### src/agucam_consts.svh
`ifndef AGUCAM_CONSTS_SVH
`define AGUCAM_CONSTS_SVH

// replay buffer geometry
`define CAM_DEPTH   8
`define CAM_AW      3
`define CAM_LANES   4
`define CAM_STALL   4

// address and register widths
`define VADDR_W     44
`define PADDR_W     36
`define REG_W       9

// store payload
`define DATA_W      136

// tags carried through unchanged
`define LSQ_W       9
`define II_W        10
`define WQ_W        8

// load and store forms share one body word
`define BODY_W      80
// thread, lsflag, attr and invtlb take the last 7 bits
`define LD_SPARE_W  (`BODY_W - `VADDR_W - `LSQ_W - 7)

`endif

### src/agucam_pkg.sv
`include "agucam_consts.svh"

package agucam_pkg;

  // fields every memory op carries
  typedef struct packed {
    logic [`REG_W-1:0] reg_no;
    logic [1:0]        mtype;
    logic [4:0]        sz;
    logic              split;
    logic [4:0]        bank0;
    logic [`II_W-1:0]  ii;
    logic [`WQ_W-1:0]  wq;
  } op_common_t;

  typedef struct packed {
    logic [`LD_SPARE_W-1:0] spare;
    logic [`VADDR_W-1:0]    addr_main;
    logic [`LSQ_W-1:0]      lsq;
    logic                   thread;
    logic                   lsflag;
    logic [3:0]             attr;
    logic                   invtlb;
  } load_fields_t;

  // even/odd bank pair addresses
  typedef struct packed {
    logic [`PADDR_W-1:0] addr_even;
    logic [`PADDR_W-1:0] addr_odd;
    logic                odd;
    logic [1:0]          low;
    logic [4:0]          bread;
  } store_fields_t;

  // same bits, decoded by lsfw
  typedef union packed {
    load_fields_t  ld;
    store_fields_t st;
  } op_body_u;

  typedef struct packed {
    op_common_t   com;
    load_fields_t fld;
  } load_op_t;

  typedef struct packed {
    op_common_t          com;
    store_fields_t       fld;
    logic [`DATA_W-1:0]  data;
  } store_op_t;

  // one buffered group, bit 3 of confl is the store
  typedef struct packed {
    logic [`CAM_LANES-1:0]     confl;
    load_op_t [`CAM_LANES-2:0] ld;
    store_op_t                 st;
  } cam_row_t;

  typedef struct packed {
    logic               lsfw;
    op_common_t         com;
    op_body_u           body;
    logic [`DATA_W-1:0] data;
  } mop_out_t;

endpackage

### src/agucam_capture.sv
`timescale 1ns/10ps
`include "agucam_consts.svh"

module agucam_capture import agucam_pkg::*; (
  input  logic                      clk,
  input  logic                      rst,
  input  load_op_t [`CAM_LANES-2:0] load_in,
  input  store_op_t                 store_in,
  input  logic [`CAM_LANES-1:0]     conflict,
  input  logic                      except,
  output cam_row_t                  row,
  output logic                      wr_en
);

  logic [`CAM_LANES-1:0]     conf_q;
  load_op_t [`CAM_LANES-2:0] ld_q;
  store_op_t                 st_q;

  // group seen together with an except is dropped
  always_ff @(posedge clk) begin
    if (rst) begin
      conf_q <= '0;
    end else if (except) begin
      conf_q <= '0;
    end else begin
      conf_q <= conflict;
    end
  end

  // payload only matters when some lane conflicts
  always_ff @(posedge clk) begin
    if (|conflict) begin
      ld_q <= load_in;
      st_q <= store_in;
    end
  end

  always_comb begin
    row.confl = conf_q;
    row.ld    = ld_q;
    row.st    = st_q;
  end

  // second chance to drop it if except arrives one cycle late
  assign wr_en = (|conf_q) && !except;

endmodule

### src/agucam_row_buffer.sv
`timescale 1ns/10ps
`include "agucam_consts.svh"

module agucam_row_buffer import agucam_pkg::*; (
  input  logic     clk,
  input  logic     rst,
  input  logic     except,
  input  cam_row_t row,
  input  logic     wr_en,
  input  logic     pop,
  output cam_row_t head_row,
  output logic     head_valid,
  output logic     do_skip
);

  cam_row_t              mem [`CAM_DEPTH];
  logic [`CAM_DEPTH-1:0] valid;
  logic [`CAM_AW-1:0]    head_ptr;
  logic [`CAM_AW-1:0]    tail_ptr;
  logic [`CAM_AW:0]      count;
  logic [`CAM_AW:0]      count_nxt;
  logic                  full;
  logic                  do_wr;
  logic                  do_pop;

  // tail slot still occupied means every slot is
  assign full       = valid[tail_ptr];
  assign do_wr      = wr_en && !full;
  assign head_valid = valid[head_ptr];
  assign do_pop     = pop && head_valid;
  assign head_row   = mem[head_ptr];

  always_comb begin
    count_nxt = count;
    if (except) begin
      count_nxt = '0;
    end else if (do_wr && !do_pop) begin
      count_nxt = count + 1'b1;
    end else if (do_pop && !do_wr) begin
      count_nxt = count - 1'b1;
    end
  end

  always_ff @(posedge clk) begin
    if (do_wr) begin
      mem[tail_ptr] <= row;
    end
  end

  always_ff @(posedge clk) begin
    if (rst) begin
      valid    <= '0;
      head_ptr <= '0;
      tail_ptr <= '0;
      count    <= '0;
      do_skip  <= 1'b0;
    end else begin
      if (except) begin
        valid    <= '0;
        head_ptr <= '0;
        tail_ptr <= '0;
      end else begin
        if (do_wr) begin
          valid[tail_ptr] <= 1'b1;
          tail_ptr        <= tail_ptr + 1'b1;
        end
        if (do_pop) begin
          valid[head_ptr] <= 1'b0;
          head_ptr        <= head_ptr + 1'b1;
        end
      end
      count <= count_nxt;
      // set at threshold, held until fully drained
      if (count_nxt >= `CAM_STALL) begin
        do_skip <= 1'b1;
      end else if (count_nxt == '0) begin
        do_skip <= 1'b0;
      end
    end
  end

endmodule

### src/agucam_replay_select.sv
`timescale 1ns/10ps
`include "agucam_consts.svh"

module agucam_replay_select import agucam_pkg::*; (
  input  logic     clk,
  input  logic     rst,
  input  logic     except,
  input  logic     read_clkEn,
  input  cam_row_t head_row,
  input  logic     head_valid,
  output mop_out_t mop_out,
  output logic     out_en,
  output logic     pop
);

  logic [`CAM_LANES-1:0]         pending;
  logic [`CAM_LANES-1:0]         sel;
  logic [$clog2(`CAM_LANES)-1:0] lane;
  logic                          store_sel;

  // lowest pending lane wins
  always_comb begin
    lane = '0;
    for (int i = `CAM_LANES - 1; i >= 0; i--) begin
      if (pending[i]) begin
        lane = i[$clog2(`CAM_LANES)-1:0];
      end
    end
  end

  assign sel       = {{(`CAM_LANES-1){1'b0}}, 1'b1} << lane;
  assign store_sel = (lane == `CAM_LANES - 1);

  assign out_en = read_clkEn && head_valid && !except && (|pending);
  // last lane of the row retires it
  assign pop    = out_en && ((pending & ~sel) == '0);

  always_comb begin
    mop_out = '0;
    if (store_sel) begin
      mop_out.lsfw    = 1'b1;
      mop_out.com     = head_row.st.com;
      mop_out.body.st = head_row.st.fld;
      mop_out.data    = head_row.st.data;
    end else begin
      mop_out.lsfw    = 1'b0;
      mop_out.com     = head_row.ld[lane].com;
      mop_out.body.ld = head_row.ld[lane].fld;
    end
  end

  // empty mask means the head row has not been picked up yet
  always_ff @(posedge clk) begin
    if (rst) begin
      pending <= '0;
    end else if (except || pop) begin
      pending <= '0;
    end else if (out_en) begin
      pending <= pending & ~sel;
    end else if (read_clkEn && head_valid && pending == '0) begin
      pending <= head_row.confl;
    end
  end

endmodule

### src/agucam_top.sv
`timescale 1ns/10ps
`include "agucam_consts.svh"

module agucam_top import agucam_pkg::*; (
  input  logic                      clk,
  input  logic                      rst,
  input  load_op_t [`CAM_LANES-2:0] load_in,
  input  store_op_t                 store_in,
  input  logic [`CAM_LANES-1:0]     conflict,
  input  logic                      except,
  input  logic                      read_clkEn,
  output mop_out_t                  mop_out,
  output logic                      out_en,
  output logic                      do_skip
);

  cam_row_t cap_row;
  logic     cap_wr_en;
  cam_row_t head_row;
  logic     head_valid;
  logic     pop;

  agucam_capture capture_i (
    .clk      (clk),
    .rst      (rst),
    .load_in  (load_in),
    .store_in (store_in),
    .conflict (conflict),
    .except   (except),
    .row      (cap_row),
    .wr_en    (cap_wr_en)
  );

  agucam_row_buffer buffer_i (
    .clk        (clk),
    .rst        (rst),
    .except     (except),
    .row        (cap_row),
    .wr_en      (cap_wr_en),
    .pop        (pop),
    .head_row   (head_row),
    .head_valid (head_valid),
    .do_skip    (do_skip)
  );

  // replays the head row one lane per cycle
  agucam_replay_select select_i (
    .clk        (clk),
    .rst        (rst),
    .except     (except),
    .read_clkEn (read_clkEn),
    .head_row   (head_row),
    .head_valid (head_valid),
    .mop_out    (mop_out),
    .out_en     (out_en),
    .pop        (pop)
  );

endmodule

### config.mk
export PLATFORM = sky130hd
export DESIGN_NAME = agucam_top
export DESIGN_NICKNAME = d
export VERILOG_FILES = /design/src/agucam_pkg.sv /design/src/agucam_capture.sv /design/src/agucam_row_buffer.sv /design/src/agucam_replay_select.sv /design/src/agucam_top.sv
export VERILOG_INCLUDE_DIRS = /design/src
export SDC_FILE = /design/constraint.sdc
export NUM_CORES = 2
export LEC_CHECK = 0
export BUFFER_PORTS_ARGS = -buffer_cell sky130_fd_sc_hd__buf_4
export CORE_UTILIZATION = 30
export DETAILED_ROUTE_END_ITERATION = 7
export PLACE_DENSITY = 0.43
export REMOVE_ABC_BUFFERS = 1
export SYNTH_ARGS = -nofsm -noshare
export SYNTH_HDL_FRONTEND = slang
export SYNTH_MEMORY_MAX_BITS = 65536
export SYNTH_SLANG_ARGS = --single-unit
### constraint.sdc
create_clock -name clk -period 71.5 [get_ports clk]
set_input_delay 14.3 -clock clk [delete_from_list [all_inputs] [get_ports clk]]
set_output_delay 14.3 -clock clk [all_outputs]
set_load 0.1 [all_outputs]
; ---- Yosys cells after proc, flatten, opt, wreduce, memory -nomap -nowiden
; Memory sizes are Yosys's and may differ from the RTL's. A register that Yosys moved wholly into a read port is not among the register bits.
; Index checks and enable logic that the tools add are counted.
[totals]
latch_bits = 0
mem_bits_ro = 0
register_bits = 643
n_memories = 1
mem_bits_rw = 4960
output_inout_bits = 259
[memory_table]
columns = memory, words, word_bits, rd, rd_clocked_by_memory_dff, write_ports, line_no
row1 = buffer_i.mem, 8, 620, 1, 1, 1, agucam_row_buffer.sv:16  ; cam_row_t mem [`CAM_DEPTH];
[classes]
mul = 0
n_reduce_logical = 27
n_bitwise = 5
order_cmp = 6
shift = 1
div = 0
n_eq_ne = 1
muxes = 31
add_sub_neg = 4
[op_table]
columns = operator, count
row1 = 120-bit binary-select mux with 2-bit select, 1
row2 = 136-bit 2-to-1 mux, 1
row3 = 121-bit 2-to-1 mux, 1
row4 = 120-bit 2-to-1 mux, 1
row5 = 8-bit 2-to-1 mux, 4
row6 = 4-bit 2-to-1 mux, 5
row7 = 1-bit logical AND, 12
row8 = 4-bit logical NOT, 3
row9 = 4-bit OR reduction, 3
row10 = 8-bit bitwise AND, 1
row11 = "3-bit by 4-bit less-than comparator with 1-bit output, second input constant", 2
row12 = 1-bit 2-to-1 mux, 8
row13 = 2-bit 2-to-1 mux, 4
row14 = 8-bit NOT, 1
row15 = 8-bit bitwise OR, 1
row16 = "3-bit by 1-bit adder with 3-bit output, second input constant", 2
row17 = 1-bit binary-select mux with 3-bit select, 2
row18 = 1-bit demux with 3-bit select, 2
row19 = "3-bit by 1-bit >= comparator with 1-bit output, second input constant", 2
row20 = 3-bit 2-to-1 mux, 2
row21 = "4-bit by 1-bit adder with 4-bit output, second input constant", 1
row22 = 4-bit bitwise AND, 1
row23 = "4-bit by 3-bit >= comparator with 1-bit output, second input constant", 1
row24 = 1-bit logical NOT, 4
row25 = 8 further kinds, 10

; ---- Longest topological paths before layout
[logic_depth]
word_depth = 17
ltp_mapped = 10
depth_no_buf = 9

; ---- Hierarchy
; From an unflattened synthesis, not the netlist that was laid out.
[hier_totals]
cells_unflattened = 8527
hier_area_um2 = 209407.1
[by_module_without_submodules]
columns = module, instances, area_each_um2, seq_area_each_um2, cells_each
row1 = agucam_row_buffer, 1, 186445.1, 149383.3, 7287
row2 = agucam_capture, 1, 18625.4, 18577.8, 628
row3 = agucam_replay_select, 1, 4336.7, 80.1, 612

; ---- Worst setup path before layout
; No wires, ideal clock.
[synth_timing]
path_type = input to register
from = in except
to = reg buffer_i.valid[3]
cell_stages = 4
path_slack_ps = 27853
required_time_ps = 71329
arrival_time_ps = 43476
path_buffers = 0
path_cell_list = nor3_4 -> nand2b_2 -> nor2_1 -> o221a_2
[synth_via]
elab_chain_len = 8
[synth_lines]
columns = item, line_no
row1 = from (decl), agucam_top.sv:10  ; input logic except,
row2 = 1-bit logical NOT, "agucam_capture.sv:45, agucam_replay_select.sv:34"
row3 = 1-bit logical AND, agucam_capture.sv:45  ; assign wr_en = (|conf_q) && !except;
row4 = 1-bit logical AND, agucam_row_buffer.sv:28  ; assign do_wr = wr_en && !full;
row5 = 8-bit 2-to-1 mux, agucam_row_buffer.sv:63  ; if (do_wr) begin
row6 = 8-bit 2-to-1 mux, agucam_row_buffer.sv:58  ; if (except) begin
row7 = 8-bit 2-to-1 mux, agucam_row_buffer.sv:51  ; if (rst) begin
row8 = 8-bit bitwise AND (no line), --
row9 = 8-bit 2-to-1 mux, agucam_row_buffer.sv:67  ; if (do_pop) begin
row10 = to (signal assigned), agucam_row_buffer.sv:52  ; valid <= '0;
row11 = to (signal assigned), agucam_row_buffer.sv:59  ; valid <= '0;
row12 = "to (signal, indexed assignment)", agucam_row_buffer.sv:68  ; valid[head_ptr] <= 1'b0;
row13 = to (decl), agucam_row_buffer.sv:17  ; logic [`CAM_DEPTH-1:0] valid;
; Several ways; a longest one is shown, not always the timed one. The select of a mux whose other input is x is not followed.
; A chain may end at the register's enable or synchronous reset.

; ---- Worst setup path in the final report
[layout_timing]
from = in read_clkEn
to = out out_en
[layout_via]
elab_chain_len = 3
[layout_lines]
columns = item, line_no
row1 = from (decl), agucam_top.sv:11  ; input logic read_clkEn,
row2 = 1-bit logical AND (3 in a row), agucam_replay_select.sv:34  ; assign out_en = read_clkEn && head_valid && !except && (|pending);
row3 = to (decl), agucam_top.sv:13  ; output logic out_en,
; Every way passes these cells.

==> impl_results.html <==
<table>
<tr><th>Metric</th><th>Value</th></tr>
<tr><th colspan="2">Detailed routing</th></tr>
<tr><td>DRC Markers</td><td>0</td></tr>
<tr><td>Wirelength per Cell</td><td>27.99 um</td></tr>
<tr><td>Routed vias/inst</td><td>4.779</td></tr>
<tr><td>Number of detailed-routing iterations run before antenna repair</td><td>5</td></tr>
<tr><td>Total length of routed wires</td><td>between 500 and 600 mm</td></tr>
<tr><td>Antenna-violating nets left</td><td>0</td></tr>
<tr><td>Drt first-iter violations</td><td>6105</td></tr>
<tr><td>Via Count</td><td>92040</td></tr>
<tr><th colspan="2">Critical path</th></tr>
<tr><td>Worst path required time</td><td>~57000 ps</td></tr>
<tr><td>Critical Path Max Stage Delay</td><td>350 ps</td></tr>
<tr><td>CP bufs+invs</td><td>2</td></tr>
<tr><td>Critical path cell sequence</td><td>buf_4 -&gt; nor2b_1 -&gt; nand2b_1 -&gt; nor2_1 -&gt; buf_4</td></tr>
<tr><td>Nature of the critical path endpoint</td><td>output pin</td></tr>
<tr><td>Kind of critical path</td><td>primary input to output pin</td></tr>
<tr><td>Startpoint Class</td><td>primary input</td></tr>
<tr><td>CP max FO</td><td>5</td></tr>
<tr><td>Signal arrival time at the worst endpoint</td><td>roughly 15000 ps</td></tr>
<tr><td>Library cell appearing most often on the critical path</td><td>buf_4</td></tr>
<tr><td>Critical path origin</td><td>read_clkEn</td></tr>
<tr><td>Worst flop-to-flop path startpoint</td><td>buffer_i.tail_ptr[0]$_SDFFE_PP0P_</td></tr>
<tr><td>Slowest-stage cell, CP</td><td>nor2b_1</td></tr>
<tr><td>Top delay family on crit path</td><td>simple AND/OR/NAND/NOR gates</td></tr>
<tr><th colspan="2">Finish</th></tr>
<tr><td>Filler cell count</td><td>62620</td></tr>
<tr><td>Layout Nets</td><td>10200</td></tr>
<tr><td>Core utilization of the finished layout</td><td>between 30% and 40%</td></tr>
<tr><td>Share of final-layout standard cells stronger than drive strength 1</td><td>33.13%</td></tr>
<tr><td>Non-Filler Instances</td><td>19260</td></tr>
<tr><td>Syn-to-layout area delta</td><td>18.42%</td></tr>
<tr><th colspan="2">Timing</th></tr>
<tr><td>Final TNS setup</td><td>0 ps</td></tr>
<tr><td>Unrepaired setup endpoints after global routing</td><td>no</td></tr>
<tr><td>Final setup violating endpoints</td><td>0</td></tr>
<tr><td>Tightest Pin Transition</td><td>1154 ps</td></tr>
<tr><td>Number of pins with negative max-slew slack in the final report</td><td>0</td></tr>
<tr><td>Remaining max-slew budget at the tightest pin</td><td>23.09%</td></tr>
<tr><td>Part of the cycle the worst path needs</td><td>41.65%</td></tr>
<tr><td>Minimum period implied by the final worst setup slack</td><td>29780 ps</td></tr>
<tr><td>Final hold violations</td><td>0</td></tr>
<tr><td>Crit path setup slack, layout</td><td>approximately 42000 ps</td></tr>
<tr><td>Worst-case clock skew</td><td>55.74 ps</td></tr>
<tr><td>Max Clk Rate</td><td>0.03358 GHz</td></tr>
<tr><th colspan="2">Floorplan</th></tr>
<tr><td>Core area</td><td>between 600000 and 700000 um2</td></tr>
<tr><td>Initial standard-cell utilization of the core</td><td>30.16%</td></tr>
<tr><td>Die Y</td><td>832.8 um</td></tr>
<tr><td>Count of standard-cell rows</td><td>304</td></tr>
<tr><td>Die area</td><td>693500 um2</td></tr>
<tr><td>IO Pins</td><td>883</td></tr>
<tr><td>Horizontal extent of the die</td><td>832.8 um</td></tr>
<tr><th colspan="2">CTS</th></tr>
<tr><td>Number of H-tree branching levels</td><td>6</td></tr>
<tr><td>Clock tree sinks</td><td>around 5600</td></tr>
<tr><td>Setup Fix Bufs, Post-CTS</td><td>0</td></tr>
<tr><td>Buffers from clock root to sink, at most</td><td>4</td></tr>
<tr><td>Clock input transition at the sequential cells of the worst setup and hold paths</td><td>60 ps</td></tr>
<tr><td>TritonCTS buffer count</td><td>624</td></tr>
<tr><td>Gates resized, CTS repair</td><td>0</td></tr>
<tr><td>Clock insertion delay at the later pin of the skew report</td><td>1080 ps</td></tr>
<tr><td>Clock Root Buffer</td><td>clkbuf_16</td></tr>
<tr><td>Number of buffers added to fix hold violations after cts</td><td>0</td></tr>
<tr><td>TritonCTS clock tree</td><td>done</td></tr>
<tr><th colspan="2">Logic synthesis</th></tr>
<tr><td>Synthesized area per cell</td><td>around 25 um2</td></tr>
<tr><td>Register bit total from synthesis</td><td>5606</td></tr>
<tr><td>Most common flop cell mapped by yosys</td><td>edfxtp_1</td></tr>
<tr><td>Commonest cells in the netlist</td><td>edfxtp_1, mux4_2, mux2i_1</td></tr>
<tr><td>Count of mapped cells out of synthesis</td><td>between 8000 and 9000</td></tr>
<tr><td>Synth top area share</td><td>80.87%</td></tr>
<tr><td>Number of synthesized flops with an enable pin</td><td>5576</td></tr>
<tr><td>Cell taking the most area after synthesis</td><td>edfxtp_1</td></tr>
<tr><td>Library cells used by synthesis</td><td>50</td></tr>
<tr><td>Most common cell in the netlist</td><td>edfxtp_1</td></tr>
<tr><td>Sequential area share after synthesis</td><td>around four fifths</td></tr>
<tr><td>Number of warnings printed during yosys synthesis</td><td>0</td></tr>
<tr><td>Leading cell types by total area after synthesis</td><td>edfxtp_1, mux4_2, mux2i_1</td></tr>
<tr><td>Post-Synthesis Cell Area</td><td>about 210000 um2</td></tr>
<tr><td>Async S/R FF share, synth</td><td>0%</td></tr>
<tr><th colspan="2">Place</th></tr>
<tr><td>DP Cell Count</td><td>18130</td></tr>
<tr><td>Post-DP HPWL</td><td>~300 mm</td></tr>
<tr><td>Pre-CTS setup slack</td><td>between 40000 and 50000 ps</td></tr>
<tr><td>Gpl congestion</td><td>0.6994</td></tr>
<tr><td>Count of port buffers added during placement</td><td>882</td></tr>
<tr><th colspan="2">Run</th></tr>
<tr><td>Max-capacitance violation count</td><td>0</td></tr>
<tr><th colspan="2">Global routing</th></tr>
<tr><td>Via count of the first global-routing pass</td><td>100100</td></tr>
<tr><td>First-pass GRT wire length</td><td>763.7 mm</td></tr>
<tr><td>Leftover overflow at the end of global routing</td><td>0</td></tr>
<tr><td>Total GRT Usage</td><td>15.19%</td></tr>
<tr><td>Largest net degree at the start of global routing</td><td>121</td></tr>
<tr><td>Initial antenna violation count</td><td>141</td></tr>
<tr><th colspan="2">Run status</th></tr>
<tr><td>Run status</td><td>finished, final reports clean</td></tr>
<tr><th colspan="2">Hold path</th></tr>
<tr><td>Path type of the worst min-delay path</td><td>register to register</td></tr>
<tr><td>Hold Startpoint</td><td>buffer_i.count[3]$_SDFF_PP0_</td></tr>
<tr><th colspan="2">Pwr</th></tr>
<tr><td>LEAKAGE</td><td>between 70 and 80 nW</td></tr>
<tr><td>Pwr/cell area</td><td>between 20 and 30 nW/um2</td></tr>
<tr><td>IR Drop Worst-Case VDD</td><td>about 0.023 mV</td></tr>
</table>
state kept, by name (all words and copies together), names as in the netlist, named ones only:
signal	count
buffer_i.count	4
buffer_i.do_skip	1
buffer_i.head_ptr	3
buffer_i.mem	4960
buffer_i.tail_ptr	3
buffer_i.valid	8
capture_i.conf_q	4
capture_i.row	616
select_i.pending	4
power by group:
group | switching (mW) | internal, mW | leakage, nW
clock network | 1.33 | 1.74 | 9.48
logic | 0.102 | 0.0594 | 14.3
registers | 0.0575 | 3.70 | 51.5
total | 1.49 | 5.50 | 75.2
kinds of logic after synthesis:
kind of cell | Yosys count | synth area share, %
buffers and inverters | 413 | 0.8055
adder cells (fa/ha/maj) | 4 | 0.02417
XOR/XNOR | 8 | 0.03384
flip-flops | 5606 | 81.16
AO/OA/AOI/OAI | 148 | 0.6140
multiplexers | 1753 | 16.71
AND/OR/NAND/NOR | 318 | 0.6508
through the flow:
stage	instance area [um2]	total power [mW]	hold slack [ps]
3_3_place_gp	225600	3.980	509.1
4_1_cts	245200	7.082	531.8
3_5_place_dp	225600	3.990	513.1
5_1_grt	245200	7.213	565.0
6_report	245200	6.987	529.9
2_1_floorplan	205400	3.913	482.3
cell usage in the layout (no fill, tap or decap), types with 5 or more instances in the layout:
master	instances
clkinv_1	144
o221ai_1	119
clkinv_2	94
buf_12	23
clkinv_8	15
mux2i_1	384
a21oi_1	7
buf_4	1081
nor2_1	154
inv_16	17
edfxtp_1	5576
nand2b_1	5
clkinv_4	6
diode_2	17
mux2_2	5
clkinvlp_4	16
clkinv_16	20
inv_1	5
nand2_1	125
clkbuf_16	626
mux4_2	1362
dfxtp_1	27
bufinv_16	32
clkbuf_1	140
worst min-delay path, delay by kind of cell (launching register included):
family | cells | cell delay, ps
simple gates | 1 | 80
flops | 1 | 320
xor+xnor | 1 | 100
per-layer routing:
metal,GRT usage [%],part of all wire (%)
met1,20.20,43
met2,26.64,51
met3,2.189,4.1
met4,3.023,2.1
met5,0,0.019
area by class of cell:
| type | count | area [um2] | share of cell area, % |
|---|---|---|---|
| clock buffers | 768 | 16220 | 6.614 |
| diodes | 17 | 42.54 | 0.01735 |
| inverters | 5 | 18.77 | 0.007654 |
| multi-input cells | 2231 | 37430 | 15.27 |
| flip-flops and latches | 5606 | 168100 | 68.54 |
| clock inverters | 348 | 3367 | 1.373 |
| repair buffers | 1104 | 8576 | 3.498 |
| well taps | 9180 | 11490 | 4.684 |
worst paths after layout:
path,endpoint,slack [ps],cells past startpoint
worst max register to register,buffer_i.mem[4][204]$_DFFE_PP_,62860,13
worst min register to register,buffer_i.count[3]$_SDFF_PP0_,530,2
worst max-delay path,out_en,41720,5
worst min-delay path,buffer_i.count[3]$_SDFF_PP0_,530,2
Power figures use the tool's default switching activity.
